[src/upsampler_pkg.sv]
package upsampler_pkg;

    // audio and coefficient widths
    localparam int SAMPLE_W   = 24;
    localparam int COEFF_W    = 16;
    // coefficients are Q1.15
    localparam int PROD_SHIFT = 15;
    localparam int NUM_CH     = 2;

    // coefficient address fields
    localparam int PHASE_W = 1;
    localparam int TAP_W   = 5;

    typedef logic signed [SAMPLE_W-1:0] sample_t;
    typedef logic signed [COEFF_W-1:0]  coeff_t;

    // multiplier operands, all zero when idle so channels can be OR-ed
    typedef struct packed {
        sample_t mcand;
        coeff_t  mplier;
    } mac_req_t;

    // coefficient table address, all zero when not granted
    typedef struct packed {
        logic [PHASE_W-1:0] phase;
        logic [TAP_W-1:0]   tap;
    } coeff_addr_t;

    typedef enum logic [1:0] {
        CH_IDLE,
        CH_RESULT,
        CH_CALC,
        CH_NEXT_PHASE
    } ch_state_e;

    // halfband interpolator split in two phases, index is phase * 32 + tap
    // phase 0 holds the half-sample offsets of a windowed sinc
    // phase 1 is the pass-through phase, a single center tap
    localparam coeff_t COEFF_TABLE [64] = '{
        -80,    170,    -270,   380,    -500,   630,    -780,   950,
        -1150,  1390,   -1700,  2150,   -2850,  4080,   -6900,  20860,
        20860,  -6900,  4080,   -2850,  2150,   -1700,  1390,   -1150,
        950,    -780,   630,    -500,   380,    -270,   170,    -80,
        0,      0,      0,      0,      0,      0,      0,      0,
        0,      0,      0,      0,      0,      0,      0,      32767,
        0,      0,      0,      0,      0,      0,      0,      0,
        0,      0,      0,      0,      0,      0,      0,      0
    };

endpackage

[src/sample_ringbuf.sv]
`timescale 1ns/1ps

module sample_ringbuf #(
    parameter int RB_LEN = 64
) (
    input  logic                         clk,
    input  logic                         rst,
    input  upsampler_pkg::sample_t       data_i,
    input  logic                         we_i,
    input  logic                         pop_i,
    input  logic [$clog2(RB_LEN)-1:0]    offset_i,
    output upsampler_pkg::sample_t       data_o
);

    localparam int AW = $clog2(RB_LEN);

    upsampler_pkg::sample_t mem [RB_LEN];

    logic [AW-1:0] wr_ptr;
    logic [AW-1:0] rd_ptr;
    logic [AW-1:0] rd_addr;

    // pointers wrap on their own since RB_LEN is a power of two
    always_ff @(posedge clk) begin
        if (rst) begin
            wr_ptr <= '0;
            rd_ptr <= '0;
        end else begin
            if (we_i) begin
                wr_ptr <= wr_ptr + 1'b1;
            end
            if (pop_i) begin
                rd_ptr <= rd_ptr + 1'b1;
            end
        end
    end

    always_ff @(posedge clk) begin
        if (we_i) begin
            mem[wr_ptr] <= data_i;
        end
    end

    // tap j sits j places after the oldest sample
    assign rd_addr = rd_ptr + offset_i;
    assign data_o  = mem[rd_addr];

endmodule

[src/mac_share.sv]
`timescale 1ns/1ps

module mac_share #(
    parameter int FIRDEPTH     = 32,
    parameter int NUM_FIR      = 2,
    parameter int MULT_LATENCY = 4
) (
    input  logic                                              clk,
    input  logic                                              rst,
    input  logic [upsampler_pkg::NUM_CH-1:0]                  out_pop_i,
    output logic [upsampler_pkg::NUM_CH-1:0]                  grant_o,
    input  upsampler_pkg::coeff_addr_t [upsampler_pkg::NUM_CH-1:0] addr_i,
    input  upsampler_pkg::mac_req_t [upsampler_pkg::NUM_CH-1:0]    req_i,
    output upsampler_pkg::coeff_t                             coeff_o,
    output upsampler_pkg::sample_t                            prod_o
);

    localparam int CH_AW  = $clog2(upsampler_pkg::NUM_CH);
    localparam int TBL_AW = $clog2(FIRDEPTH * NUM_FIR);
    localparam int FULL_W = upsampler_pkg::SAMPLE_W + upsampler_pkg::COEFF_W;

    logic [CH_AW-1:0]            last_ch;
    upsampler_pkg::coeff_addr_t  addr_or;
    upsampler_pkg::mac_req_t     req_or;
    logic [TBL_AW-1:0]           tbl_idx;
    logic signed [FULL_W-1:0]    full_prod;
    upsampler_pkg::sample_t      prod_next;
    upsampler_pkg::sample_t      prod_pipe [MULT_LATENCY];

    // the channel popped last owns the multiplier
    always_ff @(posedge clk) begin
        if (rst) begin
            last_ch <= '0;
        end else begin
            for (int c = 0; c < upsampler_pkg::NUM_CH; c++) begin
                if (out_pop_i[c]) begin
                    last_ch <= CH_AW'(c);
                end
            end
        end
    end

    always_comb begin
        for (int c = 0; c < upsampler_pkg::NUM_CH; c++) begin
            grant_o[c] = (last_ch == CH_AW'(c));
        end
    end

    // ungranted channels drive zero, so a plain OR merges them
    always_comb begin
        addr_or = '0;
        req_or  = '0;
        for (int c = 0; c < upsampler_pkg::NUM_CH; c++) begin
            addr_or = addr_or | addr_i[c];
            req_or  = req_or | req_i[c];
        end
    end

    assign tbl_idx = TBL_AW'(addr_or.phase * FIRDEPTH + addr_or.tap);
    assign coeff_o = upsampler_pkg::COEFF_TABLE[tbl_idx];

    // full product scaled back to sample range, upper bits dropped
    assign full_prod = $signed(req_or.mcand) * $signed(req_or.mplier);
    assign prod_next = upsampler_pkg::sample_t'(full_prod >>> upsampler_pkg::PROD_SHIFT);

    always_ff @(posedge clk) begin
        prod_pipe[0] <= prod_next;
        for (int i = 1; i < MULT_LATENCY; i++) begin
            prod_pipe[i] <= prod_pipe[i-1];
        end
    end

    assign prod_o = prod_pipe[MULT_LATENCY-1];

endmodule

[src/polyphase_channel.sv]
`timescale 1ns/1ps

module polyphase_channel #(
    parameter int FIRDEPTH     = 32,
    parameter int NUM_FIR      = 2,
    parameter int MULT_LATENCY = 4
) (
    input  logic                          clk,
    input  logic                          rst,
    input  logic                          grant_i,

    // coefficient table
    output upsampler_pkg::coeff_addr_t    coeff_addr_o,
    input  upsampler_pkg::coeff_t         coeff_i,

    // shared multiplier
    output upsampler_pkg::mac_req_t       mac_req_o,
    input  upsampler_pkg::sample_t        prod_i,

    // ring buffer
    output logic                          rb_pop_o,
    output logic [$clog2(FIRDEPTH)-1:0]   rb_offset_o,
    input  upsampler_pkg::sample_t        rb_data_i,

    // consumer side
    input  logic                          pop_i,
    output upsampler_pkg::sample_t        data_o,
    output logic                          ack_o
);

    // load, multiply, accumulate
    localparam int PIPE_DEPTH = 1 + MULT_LATENCY + 1;
    localparam int TAP_AW     = $clog2(FIRDEPTH);
    localparam int CNT_W      = $clog2(FIRDEPTH + PIPE_DEPTH);
    localparam int PH_W       = $clog2(NUM_FIR);

    localparam logic [CNT_W-1:0] LAST_CNT  = CNT_W'(FIRDEPTH + PIPE_DEPTH - 1);
    localparam logic [CNT_W-1:0] ACC_START = CNT_W'(PIPE_DEPTH - 1);

    upsampler_pkg::ch_state_e  state;
    logic [CNT_W-1:0]          tap_cnt;
    logic [PH_W-1:0]           phase_q;
    logic                      last_phase;
    upsampler_pkg::sample_t    result_q;
    upsampler_pkg::sample_t    sample_q;
    upsampler_pkg::coeff_t     coeff_q;
    logic                      load_en;

    assign last_phase = (phase_q == PH_W'(NUM_FIR - 1));

    always_ff @(posedge clk) begin
        if (rst) begin
            state    <= upsampler_pkg::CH_IDLE;
            tap_cnt  <= '0;
            phase_q  <= '0;
            result_q <= '0;
        end else begin
            // counter rests at zero outside the calc state
            tap_cnt <= '0;
            case (state)
                upsampler_pkg::CH_IDLE: begin
                    if (pop_i) begin
                        state <= upsampler_pkg::CH_RESULT;
                    end
                end
                upsampler_pkg::CH_RESULT: begin
                    // old result goes out on ack this cycle
                    result_q <= '0;
                    if (grant_i) begin
                        state <= upsampler_pkg::CH_CALC;
                    end
                end
                upsampler_pkg::CH_CALC: begin
                    // product of tap 0 arrives once the pipe is full
                    if (tap_cnt >= ACC_START) begin
                        result_q <= result_q + prod_i;
                    end
                    if (tap_cnt == LAST_CNT) begin
                        state <= upsampler_pkg::CH_NEXT_PHASE;
                    end else begin
                        tap_cnt <= tap_cnt + 1'b1;
                    end
                end
                upsampler_pkg::CH_NEXT_PHASE: begin
                    phase_q <= last_phase ? '0 : phase_q + 1'b1;
                    state   <= upsampler_pkg::CH_IDLE;
                end
                default: begin
                    state <= upsampler_pkg::CH_IDLE;
                end
            endcase
        end
    end

    // load stage, zero past the last tap so the trailing product adds nothing
    assign load_en = grant_i && (state == upsampler_pkg::CH_CALC) &&
                     (tap_cnt < CNT_W'(FIRDEPTH));

    always_ff @(posedge clk) begin
        if (load_en) begin
            sample_q <= rb_data_i;
            coeff_q  <= coeff_i;
        end else begin
            sample_q <= '0;
            coeff_q  <= '0;
        end
    end

    assign mac_req_o.mcand  = sample_q;
    assign mac_req_o.mplier = coeff_q;

    always_comb begin
        coeff_addr_o = '0;
        if (grant_i) begin
            coeff_addr_o.phase = phase_q;
            coeff_addr_o.tap   = tap_cnt[TAP_AW-1:0];
        end
    end

    assign rb_offset_o = tap_cnt[TAP_AW-1:0];

    // oldest sample retires after the last phase has used it
    assign rb_pop_o = (state == upsampler_pkg::CH_NEXT_PHASE) && last_phase;

    assign ack_o  = (state == upsampler_pkg::CH_RESULT);
    assign data_o = ack_o ? result_q : '0;

endmodule

[src/stereo_upsampler.sv]
`timescale 1ns/1ps

module stereo_upsampler #(
    parameter int FIRDEPTH     = 32,
    parameter int NUM_FIR      = 2,
    parameter int MULT_LATENCY = 4,
    parameter int RB_LEN       = 64
) (
    input  logic                                 clk,
    input  logic                                 rst,
    input  upsampler_pkg::sample_t               in_sample_i,
    input  logic [upsampler_pkg::NUM_CH-1:0]     in_we_i,
    output logic [upsampler_pkg::NUM_CH-1:0]     in_pop_o,
    input  logic [upsampler_pkg::NUM_CH-1:0]     out_pop_i,
    output upsampler_pkg::sample_t               out_data_o,
    output logic [upsampler_pkg::NUM_CH-1:0]     out_ack_o
);

    localparam int NUM_CH = upsampler_pkg::NUM_CH;
    localparam int TAP_AW = $clog2(FIRDEPTH);
    localparam int RB_AW  = $clog2(RB_LEN);

    logic [NUM_CH-1:0]                        grant;
    upsampler_pkg::coeff_addr_t [NUM_CH-1:0]  ch_addr;
    upsampler_pkg::mac_req_t [NUM_CH-1:0]     ch_req;
    upsampler_pkg::coeff_t                    coeff;
    upsampler_pkg::sample_t                   prod;

    logic [NUM_CH-1:0]       rb_pop;
    logic [TAP_AW-1:0]       rb_offset  [NUM_CH];
    logic [RB_AW-1:0]        rb_off_ext [NUM_CH];
    upsampler_pkg::sample_t  rb_data    [NUM_CH];
    upsampler_pkg::sample_t  ch_data    [NUM_CH];

    mac_share #(
        .FIRDEPTH     (FIRDEPTH),
        .NUM_FIR      (NUM_FIR),
        .MULT_LATENCY (MULT_LATENCY)
    ) u_mac_share (
        .clk       (clk),
        .rst       (rst),
        .out_pop_i (out_pop_i),
        .grant_o   (grant),
        .addr_i    (ch_addr),
        .req_i     (ch_req),
        .coeff_o   (coeff),
        .prod_o    (prod)
    );

    for (genvar c = 0; c < NUM_CH; c++) begin : g_ch
        // ring buffer is deeper than the filter for input slack
        assign rb_off_ext[c] = RB_AW'(rb_offset[c]);

        sample_ringbuf #(
            .RB_LEN (RB_LEN)
        ) u_ringbuf (
            .clk      (clk),
            .rst      (rst),
            .data_i   (in_sample_i),
            .we_i     (in_we_i[c]),
            .pop_i    (rb_pop[c]),
            .offset_i (rb_off_ext[c]),
            .data_o   (rb_data[c])
        );

        polyphase_channel #(
            .FIRDEPTH     (FIRDEPTH),
            .NUM_FIR      (NUM_FIR),
            .MULT_LATENCY (MULT_LATENCY)
        ) u_channel (
            .clk          (clk),
            .rst          (rst),
            .grant_i      (grant[c]),
            .coeff_addr_o (ch_addr[c]),
            .coeff_i      (coeff),
            .mac_req_o    (ch_req[c]),
            .prod_i       (prod),
            .rb_pop_o     (rb_pop[c]),
            .rb_offset_o  (rb_offset[c]),
            .rb_data_i    (rb_data[c]),
            .pop_i        (out_pop_i[c]),
            .data_o       (ch_data[c]),
            .ack_o        (out_ack_o[c])
        );
    end

    assign in_pop_o = rb_pop;

    // each channel drives zero unless it is acking
    always_comb begin
        out_data_o = '0;
        for (int c = 0; c < NUM_CH; c++) begin
            out_data_o = out_data_o | ch_data[c];
        end
    end

endmodule

[config.mk]
export PLATFORM = sky130hd
export DESIGN_NAME = stereo_upsampler
export DESIGN_NICKNAME = d
export VERILOG_FILES = /design/src/upsampler_pkg.sv /design/src/sample_ringbuf.sv /design/src/mac_share.sv /design/src/polyphase_channel.sv /design/src/stereo_upsampler.sv
export SDC_FILE = /design/constraint.sdc
export NUM_CORES = 2
export LEC_CHECK = 0
export BUFFER_PORTS_ARGS = -buffer_cell sky130_fd_sc_hd__buf_2
export CAP_MARGIN = 0
export CORE_UTILIZATION = 45
export DETAILED_ROUTE_END_ITERATION = 6
export PLACE_DENSITY = 0.64
export SLEW_MARGIN = 20
export SYNTH_ARGS = -nofsm -noshare
export SYNTH_HDL_FRONTEND = slang
export SYNTH_SLANG_ARGS = --single-unit
[constraint.sdc]
create_clock -name clk -period 7.5 [get_ports clk]
set_input_delay 1.125 -clock clk [delete_from_list [all_inputs] [get_ports clk]]
set_output_delay 1.125 -clock clk [all_outputs]
set_load 0.1 [all_outputs]
[Word-level counts from Yosys, hierarchy flattened]
Memory sizes are Yosys's and may differ from the RTL's. A register that Yosys moved wholly into a read port is not among the register bits.
Cells that the tools add are included.
Storage, ports and cells
  RAM bits: 3168
  memories kept: 4
  register bits after elaboration: 123
  ROM bits: 1024
Memory list
  g_ch[0].u_ringbuf.mem: words 64, width 24, rd ports 1, clocked after memory_dff 1, wr ports 1, line sample_ringbuf.sv:17  | upsampler_pkg::sample_t mem [RB_LEN];
  g_ch[1].u_ringbuf.mem: words 64, width 24, rd ports 1, clocked after memory_dff 1, wr ports 1, line sample_ringbuf.sv:17
  (name not given): words 64, width 16, rd ports 1, clocked after memory_dff 0, wr ports 0, line mac_share.sv:60  | assign coeff_o = upsampler_pkg::COEFF_TABLE[tbl_idx];
  u_mac_share.prod_pipe: words 4, width 24, rd ports 4, clocked after memory_dff 0, wr ports 4, line mac_share.sv:28  | upsampler_pkg::sample_t prod_pipe [MULT_LATENCY];
Operators by class
  reduce and logical (&&, ||, !) cells: 19
  order comparisons: 5
  add/subtract/negate cells: 13
  equality and inequality tests: 16
  muxes and demuxes: 26
  multipliers: 1
  bitwise operators: 7
Operators by type and width (count)
  24-bit 2-to-1 mux: 4
  24-bit case mux with 2 select lines: 2
  24-bit adder: 2
  40-bit OR: 1
  24-bit by 16-bit multiplier with 39-bit output: 1
  6-bit by 1-bit adder with 6-bit output, second input constant: 6
  16-bit 2-to-1 mux: 2
  24-bit OR: 1
  6-bit by 5-bit adder with 6-bit output: 3
  2-bit case mux with 4 select lines: 2
  6-bit equality test, second input constant: 2
  6-bit by 3-bit greater-or-equal comparator with 1-bit output, second input constant: 2
  6-bit < comparator, second input constant: 2
  2-bit 2-to-1 mux: 6
  6-bit 2-to-1 mux: 2
  2-bit equality test, second input constant: 4
  1-bit 2-to-1 mux: 8
  2-bit by 1-bit != test with 1-bit output, second input constant: 4
  2-bit != test, second input constant: 4
  7-bit greater-or-equal comparator, second input constant: 1
  6-bit inverter with 7-bit output: 1
  1-bit logical AND: 6
  6-bit OR: 1
  3-bit AND reduction: 2
  8 further kinds: 18

[Logic depth before layout (Yosys ltp)]
  depth after elaboration: 7
  depth in mapped cells: 26

[Hierarchy]
From an unflattened synthesis, not the netlist that was laid out.
Second synthesis, totals
  cells, all modules: 8333
  area total of the unflattened synthesis: 144205.8 um^2
Modules (own cells, without submodules)
  sample_ringbuf (g_ch[0].u_ringbuf): instances 1, cells an instance 2816, area an instance 60165.2 um^2
  sample_ringbuf (g_ch[1].u_ringbuf): instances 1, cells an instance 2816, area an instance 60160.2 um^2
  mac_share: instances 1, cells an instance 1839, area an instance 16165.5 um^2
  polyphase_channel (g_ch[0].u_channel): instances 1, cells an instance 426, area an instance 3823.7 um^2
  polyphase_channel (g_ch[1].u_channel): instances 1, cells an instance 411, area an instance 3737.3 um^2
  stereo_upsampler: instances 1, cells an instance 25, area an instance 153.9 um^2

[Worst setup path before layout]
Ideal clock, no wire load.
  path type: reg-to-reg
  from: register g_ch[1].u_channel.coeff_q[1]
  to: memory u_mac_share.prod_pipe[0][17] (netlist name)
  arrival time: 6.188 ns
  cell stages (with the launch flop): 26
  setup time: 0.072 ns
  path buffers: 2
  slack: 1.239 ns
  cells stage by stage: dfxtp_1 or2_2 clkbuf_1 clkbuf_1 nand2_1 fa_1 inv_1 fa_1 inv_1 fa_1 inv_1 fa_1 fa_1 inv_1 fa_1 inv_1 ha_1 a21o_1 a21o_1 a21oi_1 o21ai_0 a31oi_1 a21oi_1 or3b_2 a21oi_1 xnor2_1
RTL lines
  start: declaration: line polyphase_channel.sv:46  | upsampler_pkg::coeff_t coeff_q;
  start signal: assignment: line polyphase_channel.sv:102  | coeff_q <= coeff_i;
  end: declaration: line mac_share.sv:28

==> run_results.csv <==
group,metric,value,unit
status,status,"finished clean",
finish,drive_gt1_frac,0.250,
routing,drtIter0Drc,8072,
die,dieArea,315000,sq um
global_routing,antenna_found_initial,18,
global_routing,grt_max_degree,153,
die,start_util,0.452,
clock_network,cts_made_buffers,343,
clock_network,clkSinkCount,3339,
logic_synthesis,ys_seq_elements,3339,
clock_network,cts_tree,"built",
timing,period_share,0.931,
timing,setup_viol,0,
clock_network,clock-root-buffer,"clkbuf_16",
routing,drc_errors,0,
critical_path,crit_path_start_kind,"register",
logic_synthesis,synth-main-ff-cell,"edfxtp_1",
run,max-cap-violations,0,
critical_path,critPathMaxFanout,5,
logic_synthesis,synth_top_area_frac,0.655,
timing,max_slew_margin,0.117,
clock_network,cts_resized,0,
logic_synthesis,synthTopCellsByCount,"edfxtp_1, mux4_2, nor2_1",
die,ios,58,
timing,tns,0,ns
global_routing,grt_pass1_vias,72258,
timing,fmax,0.143,GHz
finish,syn_to_final_growth,12.6,%
logic_synthesis,netlist_instances,7261,
placed_design,gp_congestion,0.870,
die,row_count,205,
die,chipHeight,561,um
critical_path,path_class,"reg -> reg",
logic_synthesis,synth_top_cell_by_area,"edfxtp_1",
routing,avgViaCountPerCell,5.80,
logic_synthesis,synth_cell_types,66,
logic_synthesis,netlist_area,141000,sq um
logic_synthesis,synth-seq-area-share,0.693,
power,powerDensity,268,nW/um^2
power,ir_drop,0.185,mV
hold_path,min_path_type,"reg -> reg",
timing,clock_skew,0.0599,ns
routing,num_vias,69263,
power,p_total,42.6,mW
power,leakagePower,51.8,nW
finish,nets,8120,
placed_design,portBuffers,57,
clock_network,clk_path_buf_depth,4,
finish,fin_util,0.509,
global_routing,grt_pass1_wl,508000,um
global_routing,grt_overflow,0,
clock_network,cts_setup_buffers,0,
routing,wl_per_cell,29.3,um
timing,final-hold-violation-count,0,
die,core_region_area,312000,sq um
die,dieWidth,561,um
critical_path,worstPathRequired,8.31,ns
routing,final_antenna_net_count,0,
global_routing,grtUsageTotal,0.224,
timing,drv_slew,0,
clock_network,htree_levels,5,
timing,rsz0062_at_grt,"false",
logic_synthesis,synth_nets,7837,
routing,drt_wl_total,350000,um
clock_network,cts_hold_buf,0,
critical_path,arrival,7.79,ns
critical_path,rrSetupSlack,0.52,ns
clock_network,path_clk_slew,0.06,ns
logic_synthesis,synth_area_leaders,"edfxtp_1, mux4_2, fa_1, dfxtp_1, ha_1",
timing,worst_pin_slew,1.32,ns
critical_path,endpoint_kind,"register",
placed_design,dp.final_hpwl,200000,um
logic_synthesis,synth_edf_count,3072,
logic_synthesis,yosysMostFrequentCell,"edfxtp_1",
timing,whs,0.299,ns
logic_synthesis,yosys_warnings,0,
logic_synthesis,synth.avg_cell_area,19.4,sq um
logic_synthesis,synthArstFlopShare,0,
routing,first_pass_iters,5,
timing,finalCriticalPeriod,6.98,ns
clock_network,clock_latency,0.89,ns
[worst max-delay path, cell delays in order, from the launching register on]
cell	delay [ns]
dfxtp_1	0.31
nor2_1	0.77
nor2_1	0.15
fa_1	0.57
inv_1	0.05
fa_1	0.47
fa_1	0.46
fa_1	0.52
inv_1	0.07
fa_1	0.59
inv_1	0.08
fa_1	0.48
inv_1	0.04
ha_1	0.34
a21o_1	0.19
a21o_1	0.17
a21oi_1	0.21
o21ai_0	0.16
a31oi_1	0.30
a21oi_1	0.18
o21ai_2	0.28
o21ai_1	0.16
o41ai_2	0.24
xnor2_1	0.16
[where the power goes]
part	leakage, nW	total [mW]	internal, mW	switching [mW]
clock network	5.38	16.8	9.75	7.04
logic	16.6	5.11	2.07	3.04
registers	29.8	20.7	20.5	0.110
[cell families (layout without fill, tap and decap cells)]
logic type      count (synthesis)  count (layout)  share of synthesized area
flops                        3339            3339                      0.693
compound gates                405             405                     0.0198
mux                          1026            1026                      0.158
simple gates                 1016            1016                     0.0311
fa+ha+maj                     546             546                     0.0683
other cells                     0               6                          0
buf+inv                       820            1363                     0.0227
xor+xnor                      109             109                    0.00678
[routing by layer]
layer / global-route usage / part of all wire / vias up
li1: - / - / 28998
met4: 0.0613 / 0.027 / 4
met5: 0 / 0.000071 / -
met1: 0.312 / 0.41 / 37175
met2: 0.365 / 0.49 / 2649
met3: 0.0383 / 0.078 / 437
[cell type report]
| cell class | instances | area, sq um |
|---|---|---|
| Sequential cell | 3339 | 97600 |
| Tap cell | 4140 | 5180 |
| Fill cell | 24552 | 153000 |
| Timing Repair Buffer | 300 | 2480 |
| Inverter | 458 | 1720 |
| Multi-Input combinational cell | 3102 | 40600 |
| Clock inverter | 184 | 1920 |
| Clock buffer | 421 | 9070 |
| Antenna cell | 6 | 15.0 |
[flip-flops by register name, indices dropped and copies added (netlist names)]
register,flops
g_ch.u_channel.sample_q,48
g_ch.u_channel.tap_cnt,12
u_mac_share.last_ch,1
g_ch.u_channel.result_q,48
g_ch.u_ringbuf.wr_ptr,12
g_ch.u_ringbuf.mem,3072
u_mac_share.prod_pipe,96
g_ch.u_channel.state,4
g_ch.u_ringbuf.rd_ptr,12
g_ch.u_channel.last_phase,2
g_ch.u_channel.coeff_q,32
[through the flow]
stage	worst slack, ns	cells	cell area [sq um]
floorplan	1.24	7261	141000
global placement	0.462	11335	147000
detailed placement	0.413	11337	148000
CTS	0.428	11942	159000
global route	0.173	11945	159000
finish	0.518	11950	159000
[placed cells by master, fill, tap and decap left out, types with 64 or more instances in the layout]
| cell type | instances |
|---|---|
| a211oi_1 | 97 |
| a21oi_1 | 78 |
| buf_4 | 245 |
| clkbuf_16 | 346 |
| dfxtp_1 | 267 |
| edfxtp_1 | 3072 |
| fa_1 | 369 |
| ha_1 | 173 |
| inv_1 | 456 |
| mux4_2 | 962 |
| nand2_1 | 298 |
| nor2_1 | 350 |
| nor2_2 | 111 |
| nor2b_1 | 64 |
[worst paths after layout]
kind | from | to | cells after the start
min reg2reg | u_mac_share.prod_pipe[1][7] | u_mac_share.prod_pipe[2][7] | 0
max reg2reg | g_ch[1].u_channel.sample_q[16] | u_mac_share.prod_pipe[0][23] | 23
max | g_ch[1].u_channel.sample_q[16] | u_mac_share.prod_pipe[0][23] | 23
min | u_mac_share.prod_pipe[1][7] | u_mac_share.prod_pipe[2][7] | 0
Power figures use the tool's default switching activity.
